$ cat src/common/arm_dp_pkg.sv
`default_nettype none

package arm_dp_pkg;

  // arm data-processing opcodes, instruction bits 24:21
  typedef enum logic [3:0] {
    OP_AND = 4'h0, OP_EOR = 4'h1, OP_SUB = 4'h2, OP_RSB = 4'h3,
    OP_ADD = 4'h4, OP_ADC = 4'h5, OP_SBC = 4'h6, OP_RSC = 4'h7,
    OP_TST = 4'h8, OP_TEQ = 4'h9, OP_CMP = 4'ha, OP_CMN = 4'hb,
    OP_ORR = 4'hc, OP_MOV = 4'hd, OP_BIC = 4'he, OP_MVN = 4'hf
  } dp_opcode_e;

  typedef enum logic [1:0] {
    FN_AND = 2'd0,
    FN_OR  = 2'd1,
    FN_XOR = 2'd2,
    FN_ADD = 2'd3
  } alu_fn_e;

  // same order as the four-input carry mux of the alu
  typedef enum logic [1:0] {
    CIN_ZERO  = 2'd0,
    CIN_ONE   = 2'd1,
    CIN_NOT_C = 2'd2,
    CIN_C     = 2'd3
  } carry_sel_e;

  typedef struct packed {
    logic [3:0] cond;          // ignored, every op executes
    logic [1:0] zero_bits;     // must be 2'b00 for data processing
    logic       i;             // 1: immediate operand 2
    dp_opcode_e opcode;
    logic       s;             // set flags
    logic [3:0] rn;
    logic [3:0] rd;
    logic [3:0] rot;           // rotate right by 2*rot
    logic [7:0] imm8;
  } dp_imm_t;

  typedef struct packed {
    logic [3:0] cond;
    logic [1:0] zero_bits;
    logic       i;
    dp_opcode_e opcode;
    logic       s;
    logic [3:0] rn;
    logic [3:0] rd;
    logic [7:0] shift;         // no barrel shifter here
    logic [3:0] rm;
  } dp_reg_t;

  typedef union packed {
    dp_imm_t imm;
    dp_reg_t rgs;
  } dp_inst_u;

  // decoded operation word, lsb first
  localparam int OP_A_LSB    = 0;
  localparam int OP_B_LSB    = 32;
  localparam int OP_RD_LSB   = 64;
  localparam int OP_CLR_A    = 68;   // alu_decode control block starts here
  localparam int OP_CLR_B    = 69;
  localparam int OP_INV_A    = 70;
  localparam int OP_INV_B    = 71;
  localparam int OP_CSEL_LSB = 72;
  localparam int OP_FN_LSB   = 74;
  localparam int OP_LOGIC    = 76;   // last bit of control block
  localparam int OP_SETF     = 77;
  localparam int OP_WRD      = 78;
  localparam int OP_SHC      = 79;
  localparam int OP_KEEPC    = 80;
  localparam int OP_W        = 81;
  localparam int CTL_W       = 9;    // bits 76:68

  localparam int FLAG_N = 3;
  localparam int FLAG_Z = 2;
  localparam int FLAG_C = 1;
  localparam int FLAG_V = 0;

  // returns {logic_op, fn, carry_sel, invert_b, invert_a, clear_b, clear_a}
  function automatic logic [CTL_W-1:0] alu_decode(input dp_opcode_e opcode);
    logic       clr_a;
    logic       clr_b;
    logic       inv_a;
    logic       inv_b;
    logic       lop;
    carry_sel_e csel;
    alu_fn_e    fn;
    clr_a = 1'b0;
    clr_b = 1'b0;
    inv_a = 1'b0;
    inv_b = 1'b0;
    lop   = 1'b1;                      // most opcodes are logic
    csel  = CIN_ZERO;
    fn    = FN_ADD;
    unique case (opcode)
      OP_AND, OP_TST: fn = FN_AND;
      OP_EOR, OP_TEQ: fn = FN_XOR;
      OP_ORR:         fn = FN_OR;
      OP_MOV: begin clr_a = 1'b1; fn = FN_OR; end                 // 0 | b
      OP_MVN: begin clr_a = 1'b1; inv_b = 1'b1; fn = FN_OR; end   // 0 | ~b
      OP_BIC: begin inv_b = 1'b1; fn = FN_AND; end                // a & ~b
      OP_SUB, OP_CMP: begin inv_b = 1'b1; csel = CIN_ONE; lop = 1'b0; end
      OP_RSB: begin inv_a = 1'b1; csel = CIN_ONE; lop = 1'b0; end
      OP_SBC: begin inv_b = 1'b1; csel = CIN_C; lop = 1'b0; end
      OP_RSC: begin inv_a = 1'b1; csel = CIN_C; lop = 1'b0; end
      OP_ADC: begin csel = CIN_C; lop = 1'b0; end
      default: lop = 1'b0;             // add, cmn
    endcase
    return {lop, fn, csel, inv_b, inv_a, clr_b, clr_a};
  endfunction

endpackage

`default_nettype wire

$ cat src/issue/arm_dp_issue.sv
`timescale 1ns/1ps
`default_nettype none

module arm_dp_issue import arm_dp_pkg::*; #(
  parameter int DEPTH = 4
) (
  input  logic            clk,
  input  logic            reset,
  input  logic            inst_valid,
  input  dp_inst_u        inst,
  input  logic [31:0]     ra_value,
  input  logic [31:0]     rb_value,
  output logic            inst_ready,
  output logic            push,
  output logic [OP_W-1:0] push_op,
  input  logic            credit_return
);

  localparam int CNT_W = $clog2(DEPTH + 1);

  logic [CNT_W-1:0] credits;     // free buffer slots seen from here
  logic             accept;
  logic [CTL_W-1:0] ctl;
  logic             compare_op;
  logic             set_flags;
  logic             write_rd;
  logic [4:0]       rot_amt;
  logic [63:0]      imm_dbl;
  logic [31:0]      imm_rot;
  logic [31:0]      op2;
  logic             shift_carry;
  logic             keep_c;

  assign inst_ready = (credits != '0);            // room guaranteed downstream
  assign accept     = inst_valid && inst_ready;

  assign ctl        = alu_decode(inst.imm.opcode);  // opcode same in both views
  assign compare_op = inst.imm.opcode inside {OP_TST, OP_TEQ, OP_CMP, OP_CMN};
  assign set_flags  = compare_op || inst.imm.s;     // compares always set flags
  assign write_rd   = !compare_op;                  // compares have no destination

  // rotate right by 2*rot: take the low word of a doubled copy shifted right
  assign rot_amt = {inst.imm.rot, 1'b0};
  assign imm_dbl = {24'd0, inst.imm.imm8, 24'd0, inst.imm.imm8};
  assign imm_rot = imm_dbl[rot_amt +: 32];

  always_comb begin
    if (inst.imm.i) begin
      op2         = imm_rot;
      shift_carry = imm_rot[31];             // rotator carry out
      keep_c      = (inst.imm.rot == 4'd0);  // no rotation leaves c alone
    end else begin
      op2         = rb_value;                // shift field ignored
      shift_carry = 1'b0;
      keep_c      = 1'b1;
    end
  end

  always_ff @(posedge clk) begin
    if (reset) begin
      credits <= CNT_W'(DEPTH);              // buffer empty after reset
      push    <= 1'b0;
    end else begin
      credits <= credits - CNT_W'(accept) + CNT_W'(credit_return);
      push    <= accept;                     // one cycle after accepting edge
    end
  end

  // operation payload, only meaningful with push
  always_ff @(posedge clk) begin
    if (accept) begin
      push_op <= {keep_c, shift_carry, write_rd, set_flags, ctl,
                  inst.imm.rd, op2, ra_value};
    end
  end

  a_dp_class: assert property (@(posedge clk) disable iff (reset)
    accept |-> inst.imm.zero_bits == 2'b00)
    else $error("accepted word is not a data-processing instruction");

  // holds only while the buffer returns exactly one credit per push
  a_credit_max: assert property (@(posedge clk) disable iff (reset)
    credits <= CNT_W'(DEPTH))
    else $error("credit count above buffer depth");

endmodule

`default_nettype wire

$ cat src/op_buffer.sv
`timescale 1ns/1ps
`default_nettype none

module op_buffer import arm_dp_pkg::*; #(
  parameter int DEPTH = 4
) (
  input  logic            clk,
  input  logic            reset,
  input  logic            push,
  input  logic [OP_W-1:0] push_op,
  output logic            head_valid,
  output logic [OP_W-1:0] head_op,
  input  logic            pop,
  output logic            credit_return
);

  localparam int PTR_W = $clog2(DEPTH);
  localparam int CNT_W = $clog2(DEPTH + 1);

  logic [OP_W-1:0]  mem [DEPTH];   // operation storage
  logic [PTR_W-1:0] wr_ptr;
  logic [PTR_W-1:0] rd_ptr;
  logic [CNT_W-1:0] count;         // occupancy
  logic             full;

  // depth need not be a power of two
  function automatic logic [PTR_W-1:0] ptr_inc(input logic [PTR_W-1:0] ptr);
    logic [PTR_W-1:0] nxt;
    if (ptr == PTR_W'(DEPTH - 1)) begin
      nxt = '0;
    end else begin
      nxt = ptr + 1'b1;
    end
    return nxt;
  endfunction

  assign full       = (count == CNT_W'(DEPTH));
  assign head_valid = (count != '0);     // from registered count
  assign head_op    = mem[rd_ptr];

  always_ff @(posedge clk) begin
    if (push) begin
      mem[wr_ptr] <= push_op;
    end
  end

  always_ff @(posedge clk) begin
    if (reset) begin
      wr_ptr        <= '0;
      rd_ptr        <= '0;
      count         <= '0;
      credit_return <= 1'b0;
    end else begin
      if (push) begin
        wr_ptr <= ptr_inc(wr_ptr);
      end
      if (pop) begin
        rd_ptr <= ptr_inc(rd_ptr);
      end
      count         <= count + CNT_W'(push) - CNT_W'(pop);
      credit_return <= pop;              // slot freed, tell issue a cycle later
    end
  end

  // the credit loop in the issue stage must keep a push off a full buffer
  a_no_overflow: assert property (@(posedge clk) disable iff (reset)
    push |-> !full)
    else $error("push into full operation buffer");

  a_no_underflow: assert property (@(posedge clk) disable iff (reset)
    pop |-> head_valid)
    else $error("pop from empty operation buffer");

endmodule

`default_nettype wire

$ cat src/alu/arm_alu_core.sv
`timescale 1ns/1ps
`default_nettype none

module arm_alu_core import arm_dp_pkg::*; (
  input  logic [31:0] op_a,
  input  logic [31:0] op_b,
  input  logic        clear_a,
  input  logic        clear_b,
  input  logic        invert_a,
  input  logic        invert_b,
  input  carry_sel_e  carry_sel,
  input  alu_fn_e     fn,
  input  logic        logic_op,
  input  logic        shift_carry_bit,
  input  logic        keep_c,
  input  logic [3:0]  flags_old,
  output logic [31:0] alu_out,
  output logic [3:0]  flags_new
);

  logic [31:0] a_gated;
  logic [31:0] b_gated;
  logic [31:0] a_cond;
  logic [31:0] b_cond;
  logic        carry_in;
  logic [32:0] sum;
  logic        carry_out;
  logic        ovf;
  logic        zero;

  // operand conditioning: clear first, then invert
  assign a_gated = op_a & {32{~clear_a}};
  assign b_gated = op_b & {32{~clear_b}};
  assign a_cond  = a_gated ^ {32{invert_a}};   // ~a for rsb/rsc
  assign b_cond  = b_gated ^ {32{invert_b}};   // ~b for sub/sbc/bic/mvn

  always_comb begin
    unique case (carry_sel)
      CIN_ZERO:  carry_in = 1'b0;
      CIN_ONE:   carry_in = 1'b1;              // two's complement subtract
      CIN_NOT_C: carry_in = ~flags_old[FLAG_C];
      CIN_C:     carry_in = flags_old[FLAG_C];
      default:   carry_in = 1'b0;
    endcase
  end

  assign sum       = {1'b0, a_cond} + {1'b0, b_cond} + {32'd0, carry_in};
  assign carry_out = sum[32];
  // same-sign inputs, different-sign result
  assign ovf       = (a_cond[31] == b_cond[31]) && (sum[31] != a_cond[31]);

  always_comb begin
    unique case (fn)
      FN_AND:  alu_out = a_cond & b_cond;
      FN_OR:   alu_out = a_cond | b_cond;
      FN_XOR:  alu_out = a_cond ^ b_cond;
      FN_ADD:  alu_out = sum[31:0];
      default: alu_out = sum[31:0];
    endcase
  end

  assign zero = ~|alu_out;                      // zero detect tree

  always_comb begin
    flags_new[FLAG_N] = alu_out[31];
    flags_new[FLAG_Z] = zero;
    if (logic_op) begin
      // logic ops: c from the shifter side, v untouched
      flags_new[FLAG_C] = keep_c ? flags_old[FLAG_C] : shift_carry_bit;
      flags_new[FLAG_V] = flags_old[FLAG_V];
    end else begin
      flags_new[FLAG_C] = carry_out;            // c set means no borrow on sub
      flags_new[FLAG_V] = ovf;
    end
  end

endmodule

`default_nettype wire

$ cat src/alu/arm_dp_execute.sv
`timescale 1ns/1ps
`default_nettype none

module arm_dp_execute import arm_dp_pkg::*; (
  input  logic            clk,
  input  logic            reset,
  input  logic            head_valid,
  input  logic [OP_W-1:0] head_op,
  output logic            pop,
  output logic            result_valid,
  output logic [31:0]     result_data,
  output logic [3:0]      result_rd,
  output logic            result_write,
  output logic [3:0]      result_flags,
  input  logic            result_ready
);

  logic [31:0] op_a;
  logic [31:0] op_b;
  logic [3:0]  rd;
  carry_sel_e  carry_sel;
  alu_fn_e     fn;
  logic        set_flags;
  logic        write_rd;
  logic [31:0] alu_out;
  logic [3:0]  flags_new;
  logic [3:0]  flags_q;        // nzcv

  // operation word fields
  assign op_a      = head_op[OP_A_LSB +: 32];
  assign op_b      = head_op[OP_B_LSB +: 32];
  assign rd        = head_op[OP_RD_LSB +: 4];
  assign carry_sel = carry_sel_e'(head_op[OP_CSEL_LSB +: 2]);
  assign fn        = alu_fn_e'(head_op[OP_FN_LSB +: 2]);
  assign set_flags = head_op[OP_SETF];
  assign write_rd  = head_op[OP_WRD];

  // take the head when the result slot is empty or leaving this cycle
  assign pop = head_valid && (!result_valid || result_ready);

  arm_alu_core u_alu (
    .op_a            (op_a),
    .op_b            (op_b),
    .clear_a         (head_op[OP_CLR_A]),
    .clear_b         (head_op[OP_CLR_B]),
    .invert_a        (head_op[OP_INV_A]),
    .invert_b        (head_op[OP_INV_B]),
    .carry_sel       (carry_sel),
    .fn              (fn),
    .logic_op        (head_op[OP_LOGIC]),
    .shift_carry_bit (head_op[OP_SHC]),
    .keep_c          (head_op[OP_KEEPC]),
    .flags_old       (flags_q),
    .alu_out         (alu_out),
    .flags_new       (flags_new)
  );

  always_ff @(posedge clk) begin
    if (reset) begin
      result_valid <= 1'b0;
      flags_q      <= 4'b0000;
    end else if (pop) begin
      result_valid <= 1'b1;
      if (set_flags) begin
        flags_q <= flags_new;           // next adc/sbc/rsc sees this
      end
    end else if (result_ready) begin
      result_valid <= 1'b0;             // slot drained, nothing new
    end
  end

  // result record payload
  always_ff @(posedge clk) begin
    if (pop) begin
      result_data  <= alu_out;
      result_rd    <= rd;
      result_write <= write_rd;
    end
  end

  // flags only move on pop, so they travel with the result
  assign result_flags = flags_q;

  a_hold_result: assert property (@(posedge clk) disable iff (reset)
    result_valid && !result_ready |=> result_valid && $stable(result_data))
    else $error("result changed while stalled");

endmodule

`default_nettype wire

$ cat src/arm_dp_top.sv
`timescale 1ns/1ps
`default_nettype none

module arm_dp_top import arm_dp_pkg::*; #(
  parameter int DEPTH = 4      // operation buffer slots, 2 or more
) (
  input  logic        clk,
  input  logic        reset,
  input  logic        inst_valid,
  input  dp_inst_u    inst,
  input  logic [31:0] ra_value,
  input  logic [31:0] rb_value,
  output logic        inst_ready,
  output logic        result_valid,
  output logic [31:0] result_data,
  output logic [3:0]  result_rd,
  output logic        result_write,
  output logic [3:0]  result_flags,
  input  logic        result_ready
);

  logic            push;
  logic [OP_W-1:0] push_op;
  logic            credit_return;
  logic            head_valid;
  logic [OP_W-1:0] head_op;
  logic            pop;

  arm_dp_issue #(.DEPTH(DEPTH)) u_issue (
    .clk           (clk),
    .reset         (reset),
    .inst_valid    (inst_valid),
    .inst          (inst),
    .ra_value      (ra_value),
    .rb_value      (rb_value),
    .inst_ready    (inst_ready),
    .push          (push),
    .push_op       (push_op),
    .credit_return (credit_return)
  );

  op_buffer #(.DEPTH(DEPTH)) u_buffer (
    .clk           (clk),
    .reset         (reset),
    .push          (push),
    .push_op       (push_op),
    .head_valid    (head_valid),
    .head_op       (head_op),
    .pop           (pop),
    .credit_return (credit_return)
  );

  arm_dp_execute u_execute (
    .clk          (clk),
    .reset        (reset),
    .head_valid   (head_valid),
    .head_op      (head_op),
    .pop          (pop),
    .result_valid (result_valid),
    .result_data  (result_data),
    .result_rd    (result_rd),
    .result_write (result_write),
    .result_flags (result_flags),
    .result_ready (result_ready)
  );

endmodule

`default_nettype wire

$ cat config.mk
export PLATFORM = sky130hd
export DESIGN_NAME = arm_dp_top
export DESIGN_NICKNAME = d
export VERILOG_FILES = /design/src/common/arm_dp_pkg.sv /design/src/issue/arm_dp_issue.sv /design/src/op_buffer.sv /design/src/alu/arm_alu_core.sv /design/src/alu/arm_dp_execute.sv /design/src/arm_dp_top.sv
export SDC_FILE = /design/constraint.sdc
export NUM_CORES = 1
export LEC_CHECK = 0
export BUFFER_PORTS_ARGS = -buffer_cell sky130_fd_sc_hd__buf_4
export CORE_MARGIN = 1.5
export CORE_UTILIZATION = 55
export CTS_CLUSTER_DIAMETER = 150
export CTS_CLUSTER_SIZE = 40
export DETAILED_ROUTE_END_ITERATION = 10
export PLACE_DENSITY = 0.7
export SLEW_MARGIN = 20
export SYNTH_ARGS = -nofsm -noshare
export SYNTH_HDL_FRONTEND = slang
export SYNTH_HIERARCHICAL = 1
export SYNTH_SLANG_ARGS = --single-unit
export TNS_END_PERCENT = 30
$ cat constraint.sdc
create_clock -name clk -period 8.6 [get_ports clk]
set_clock_uncertainty 0.1 [all_clocks]
set_input_delay 2.15 -clock clk [delete_from_list [all_inputs] [get_ports clk]]
set_output_delay 2.15 -clock clk [all_outputs]
set_load 0.005 [all_outputs]
## Word level (Yosys, flattened, before mapping)

Memory sizes are Yosys's and may differ from the RTL's. A register that Yosys moved wholly into a read port is not among the register bits.
Index checks and enable logic that the tools add are counted.

- Flip-flop bits (word level): 134
- Bits in writable memories: 320
- Word-level logic and storage cells: 109
- Input port bits: 100
- Memories: 1

Memory list:

| memory | words | bits a word | read ports | clocked after Yosys merged registers in | wr ports | line | text |
|---|---|---|---|---|---|---|---|
| u_buffer.mem | 4 | 80 | 1 | 1 | 1 | op_buffer.sv:20 | `logic [OP_W-1:0] mem [DEPTH];` |

- Reductions and logical operators: 29
- Equal/unequal tests: 25
- Shift-type cells: 1
- $add $sub $neg: 8
- Bitwise gates (word level): 11
- Mux-type cells: 19

Operator list:

| operator | count |
|---|---|
| $pmux W32 S4 | 1 |
| $and A32 B32 Y32 | 3 |
| $xor A32 B32 Y32 | 3 |
| $shiftx A64 B6 Y32 | 1 |
| $add A32 B32 Y33 | 1 |
| $add A33 B1 Y33 | 1 |
| $eq A4 B4 Y1 const B | 8 |
| $mux W32 | 1 |
| $or A32 B32 Y32 | 1 |
| $reduce_or A32 Y1 | 1 |
| $eq A2 B2 Y1 const B | 6 |
| $eq A4 B3 Y1 const B | 3 |
| $reduce_or A3 Y1 | 4 |
| $mux W2 | 5 |
| $mux W1 | 9 |
| $eq A4 B2 Y1 const B | 2 |
| $logic_not A4 Y1 | 2 |
| $reduce_or A8 Y1 | 1 |
| $add A3 B1 Y3 | 2 |
| $pmux W2 S3 | 1 |
| $reduce_and A3 Y1 | 2 |
| $reduce_bool A3 Y1 | 2 |
| $reduce_or A2 Y1 | 3 |
| $sub A3 B1 Y3 | 2 |
| other kinds (18) | 28 |

## Logic depth before layout (Yosys ltp)

- Depth after elaboration: 8
- Depth in mapped cells: 20
- Depth with buffers taken out: 16

## By module

Netlist, hierarchy kept.

Modules (own cells, without submodules):

| module | cells an instance | area an instance (µm²) | sequential area each (µm²) | times used |
|---|---|---|---|---|
| op_buffer | 466 | 12236.7 | 9929.5 | 1 |
| arm_alu_core | 710 | 4859.7 | 0.0 | 1 |
| arm_dp_issue | 249 | 3699.8 | 2482.4 | 1 |
| arm_dp_execute | 60 | 1353.8 | 1211.2 | 1 |

## Worst setup path before layout

OpenSTA, ideal clock, no wires.

- Path type: input port to flip-flop
- Start: in inst_valid
- End: reg u_issue.credits[1]
- Stages on the path: 6
- Library setup time: 114 ps
- Setup slack: 3093 ps
- Arrival: 5293 ps
- Data required time: 8386 ps
- Cell sequence: and2_1 > ha_1 > inv_1 > ha_1 > fa_1 > nor2b_1

- Word-level cells in the longest chain between the ends: 3

RTL lines:

| item | line | text |
|---|---|---|
| from (decl) | arm_dp_top.sv:9 | `input logic inst_valid,` |
| $logic_and A1 B1 Y1 | arm_dp_issue.sv:35 | `assign accept = inst_valid && inst_ready;` |
| $sub A3 B1 Y3 | arm_dp_issue.sv:64 | `credits <= credits - CNT_W'(accept) + CNT_W'(credit_return);` |
| $add A3 B1 Y3 | arm_dp_issue.sv:64 |  |
| to (signal assigned) | arm_dp_issue.sv:61 | `credits <= CNT_W'(DEPTH);` |
| to (signal assigned) | arm_dp_issue.sv:64 |  |
| to (decl) | arm_dp_issue.sv:21 | `logic [CNT_W-1:0] credits;` |

No other way between the ends.
A chain may end at the register's enable or synchronous reset.

==> metrics <==
first-pass GRT wire length=between 70000 and 80000 um; synthesized instance count=about 1500; actual slew at the worst max-slew pin=roughly 0.97 ns; min Tclk post-route=a little over 6 ns; worst setup path end=u_execute/result_flags[2]; sinks on the clock net=460; commonest non-fill, non-tap cell in the layout=edfxtp_1; Syn-to-layout area delta=7.428%; 1st-pass router iterations=5; drt initial violations=820; sequential-to-total area share from yosys stat=0.6150; die height=about 200 um; Worst Path Max Fanout=32; Initial Util=0.5575; final net count=between 1500 and 2000; worst reg2reg setup slack=2.38 ns; initial antenna violation count=0; antenna cells=0; synthesized flop and latch total=between 400 and 500; startpoint types=register; reg2reg end=u_execute/result_flags[2]; Hold Violations, Final=0; Final GP Congestion=0.9205; core box area=slightly below 40000 sq um; vias after detailed routing=roughly 12000; Worst-path clk slew=0.14 ns; Slew Viols, Final=0; drt drc=0; Critical Path RT=about 9 ns; fin crit share=0.7232; number of global-route vias before repair=12190; CTS tree=done; Synth cell types=96; WL/cell=21.67 um; Ys Warns=6; most frequent cells in the layout=edfxtp_1, buf_4, nand2b_1, inv_1, mux4_2; ys flop type=edfxtp_1; # resized after CTS=0; post-route setup TNS=0 ns; io pins=143; WS Path Type=register to register; Post-CTS Setup Inserts=0; GR Overflow Total=0; largest net degree at the start of global routing=64; max-cap viol count=0; status=finished, final reports clean; hold crit path type=register to register; worst skew pair latency=0.54 ns; Max transition margin=0.3559; Hold Path Depth=0; CTS Buf Count=15; die area=between 40000 and 50000 sq um; Final Setup Violations=0; Min Hold Slack=0.3967 ns; CTS Buffer Depth=3; fmax=between 0.15 and 0.2 GHz; Post-synth EDFFs=around 440; syn_area_per_cell=around 15 sq um; vias per cell=roughly 6; Placement Rows=73; Root Driver=clkbuf_16; Worst EP arrival=6.59 ns; Final HPWL DP=31910 um; layout cells sized above 1=0.1935; crit end category=register; Die X=between 200 and 250 um; Mapped Area=22150 sq um; Post-synth ARST share=0; Detail Route Antenna Nets=0; Total GRT Usage=0.2241; # port buffers=around 130; R2R depth=15; hold_buf cts=0; # H-tree levels=1; final WL=45420 um; RSZ-0062 raised after global routing=no; syn_nets=roughly 1700
-- Yosys cell counts (all sizes together) (6+ instances only) --
| cell | number | area [sq um] |
|---|---|---|
| dfxtp | 19 | 380.4 |
| ha | 73 | 913.4 |
| a21o | 14 | 108.9 |
| nand3 | 12 | 60.06 |
| o221ai | 12 | 105.1 |
| o211ai | 12 | 103.9 |
| nor3 | 13 | 75.07 |
| nand4 | 13 | 81.33 |
| a22oi | 8 | 60.06 |
| o21a | 7 | 52.55 |
| clkbuf | 23 | 86.33 |
| or4 | 6 | 46.30 |
| nand2 | 56 | 210.2 |
| and2 | 12 | 76.33 |
| nor2b | 30 | 187.7 |
| o22ai | 9 | 62.56 |
| nand2b | 100 | 640.6 |
| xnor2 | 68 | 595.6 |
| mux2 | 10 | 135.1 |
| or2 | 8 | 50.05 |
| buf | 55 | 451.7 |
| nor2 | 56 | 212.7 |
| edfxtp | 441 | 13240 |
| and3 | 10 | 68.82 |
| inv | 94 | 352.8 |
| a221o | 15 | 150.1 |
| a21oi | 63 | 352.8 |
| or3 | 6 | 37.54 |
| mux4 | 84 | 1892 |
| a21boi | 6 | 45.04 |
| mux2i | 26 | 260.3 |
| o21ai | 31 | 158.9 |
-- layer usage --
metal	share of wire	global-route usage	vias to the layer above	wire length (um)
met1	0.45	0.3178	6149	20330
met3	0.039	0.02013	36	1767
met4	0.019	0.04894	0	876
met5	0	0	-	0
li1	-	-	5782	-
met2	0.49	0.3797	298	22450
-- kinds of logic after synthesis --
| family | share of synthesized area |
|---|---|
| buffers and inverters | 0.04039 |
| muxes | 0.1033 |
| other | 0.0001693 |
| and+or+nand+nor | 0.08869 |
| adders and majority gates | 0.04485 |
| xor gates and xnor gates | 0.02790 |
| DFF | 0.6150 |
| AOI/OAI and AO/OA | 0.07971 |
-- state kept, by name (all words and copies together), names as in the netlist, 3 cells and up, named ones only --
name	count
u_buffer/mem	324
u_issue/credits	3
u_execute/result_data	32
u_execute/result_flags	4
u_issue/push_op	80
u_buffer/count	3
u_execute/result_rd	4
-- worst max-delay path, stage by stage, from the launching register on --
cell	delay [ns]
dfxtp_4	0.83
mux4_2	0.85
nand2b_1	0.35
xnor2_1	0.22
fa_1	0.54
fa_1	0.44
a21o_2	0.24
a31o_2	0.26
a21oi_1	0.39
o31ai_1	0.14
or4_1	0.60
nor4_1	0.54
nand4_1	0.28
nor2_1	0.16
nand2b_1	0.07
mux2i_1	0.12
-- how the worst min path moves through the flow --
stage                                 to  slack (ns)                      start
3_3_place_gp   u_execute/result_flags[3]        0.37  u_execute/result_flags[3]
3_5_place_dp   u_execute/result_flags[2]        0.38  u_execute/result_flags[2]
2_1_floorplan         u_buffer/mem[0][0]        0.36         u_issue/push_op[0]
4_1_cts        u_execute/result_flags[2]        0.40  u_execute/result_flags[2]
5_1_grt              u_buffer/mem[0][37]        0.41        u_issue/push_op[37]
6_report              u_buffer/mem[2][1]        0.40         u_issue/push_op[1]
-- stage by stage --
stage                     std cells    util  worst slack [ns]  area (sq um)
after floorplan                1485       -             3.093         22150
after global placement         2075  0.5883             2.467         23370
after detailed placement       2075  0.5883             2.429         23370
after CTS                      2096  0.5989             2.380         23790
after global routing           2096  0.5989             2.072         23800
final                          2096  0.5989             2.380         23800
-- cell type report --
cell class | count | area, sq um
clock buffer | 19 | 390.4
clock inverter | 2 | 28.78
fill | 3051 | 15940
inverter | 95 | 356.6
multi-input combinational | 852 | 7646
sequential | 460 | 13630
tap | 525 | 656.9
timing repair buffer | 143 | 1086
Power is not shown: default switching activity piles up to over one toggle a cycle in this logic, so the estimate is an artifact.
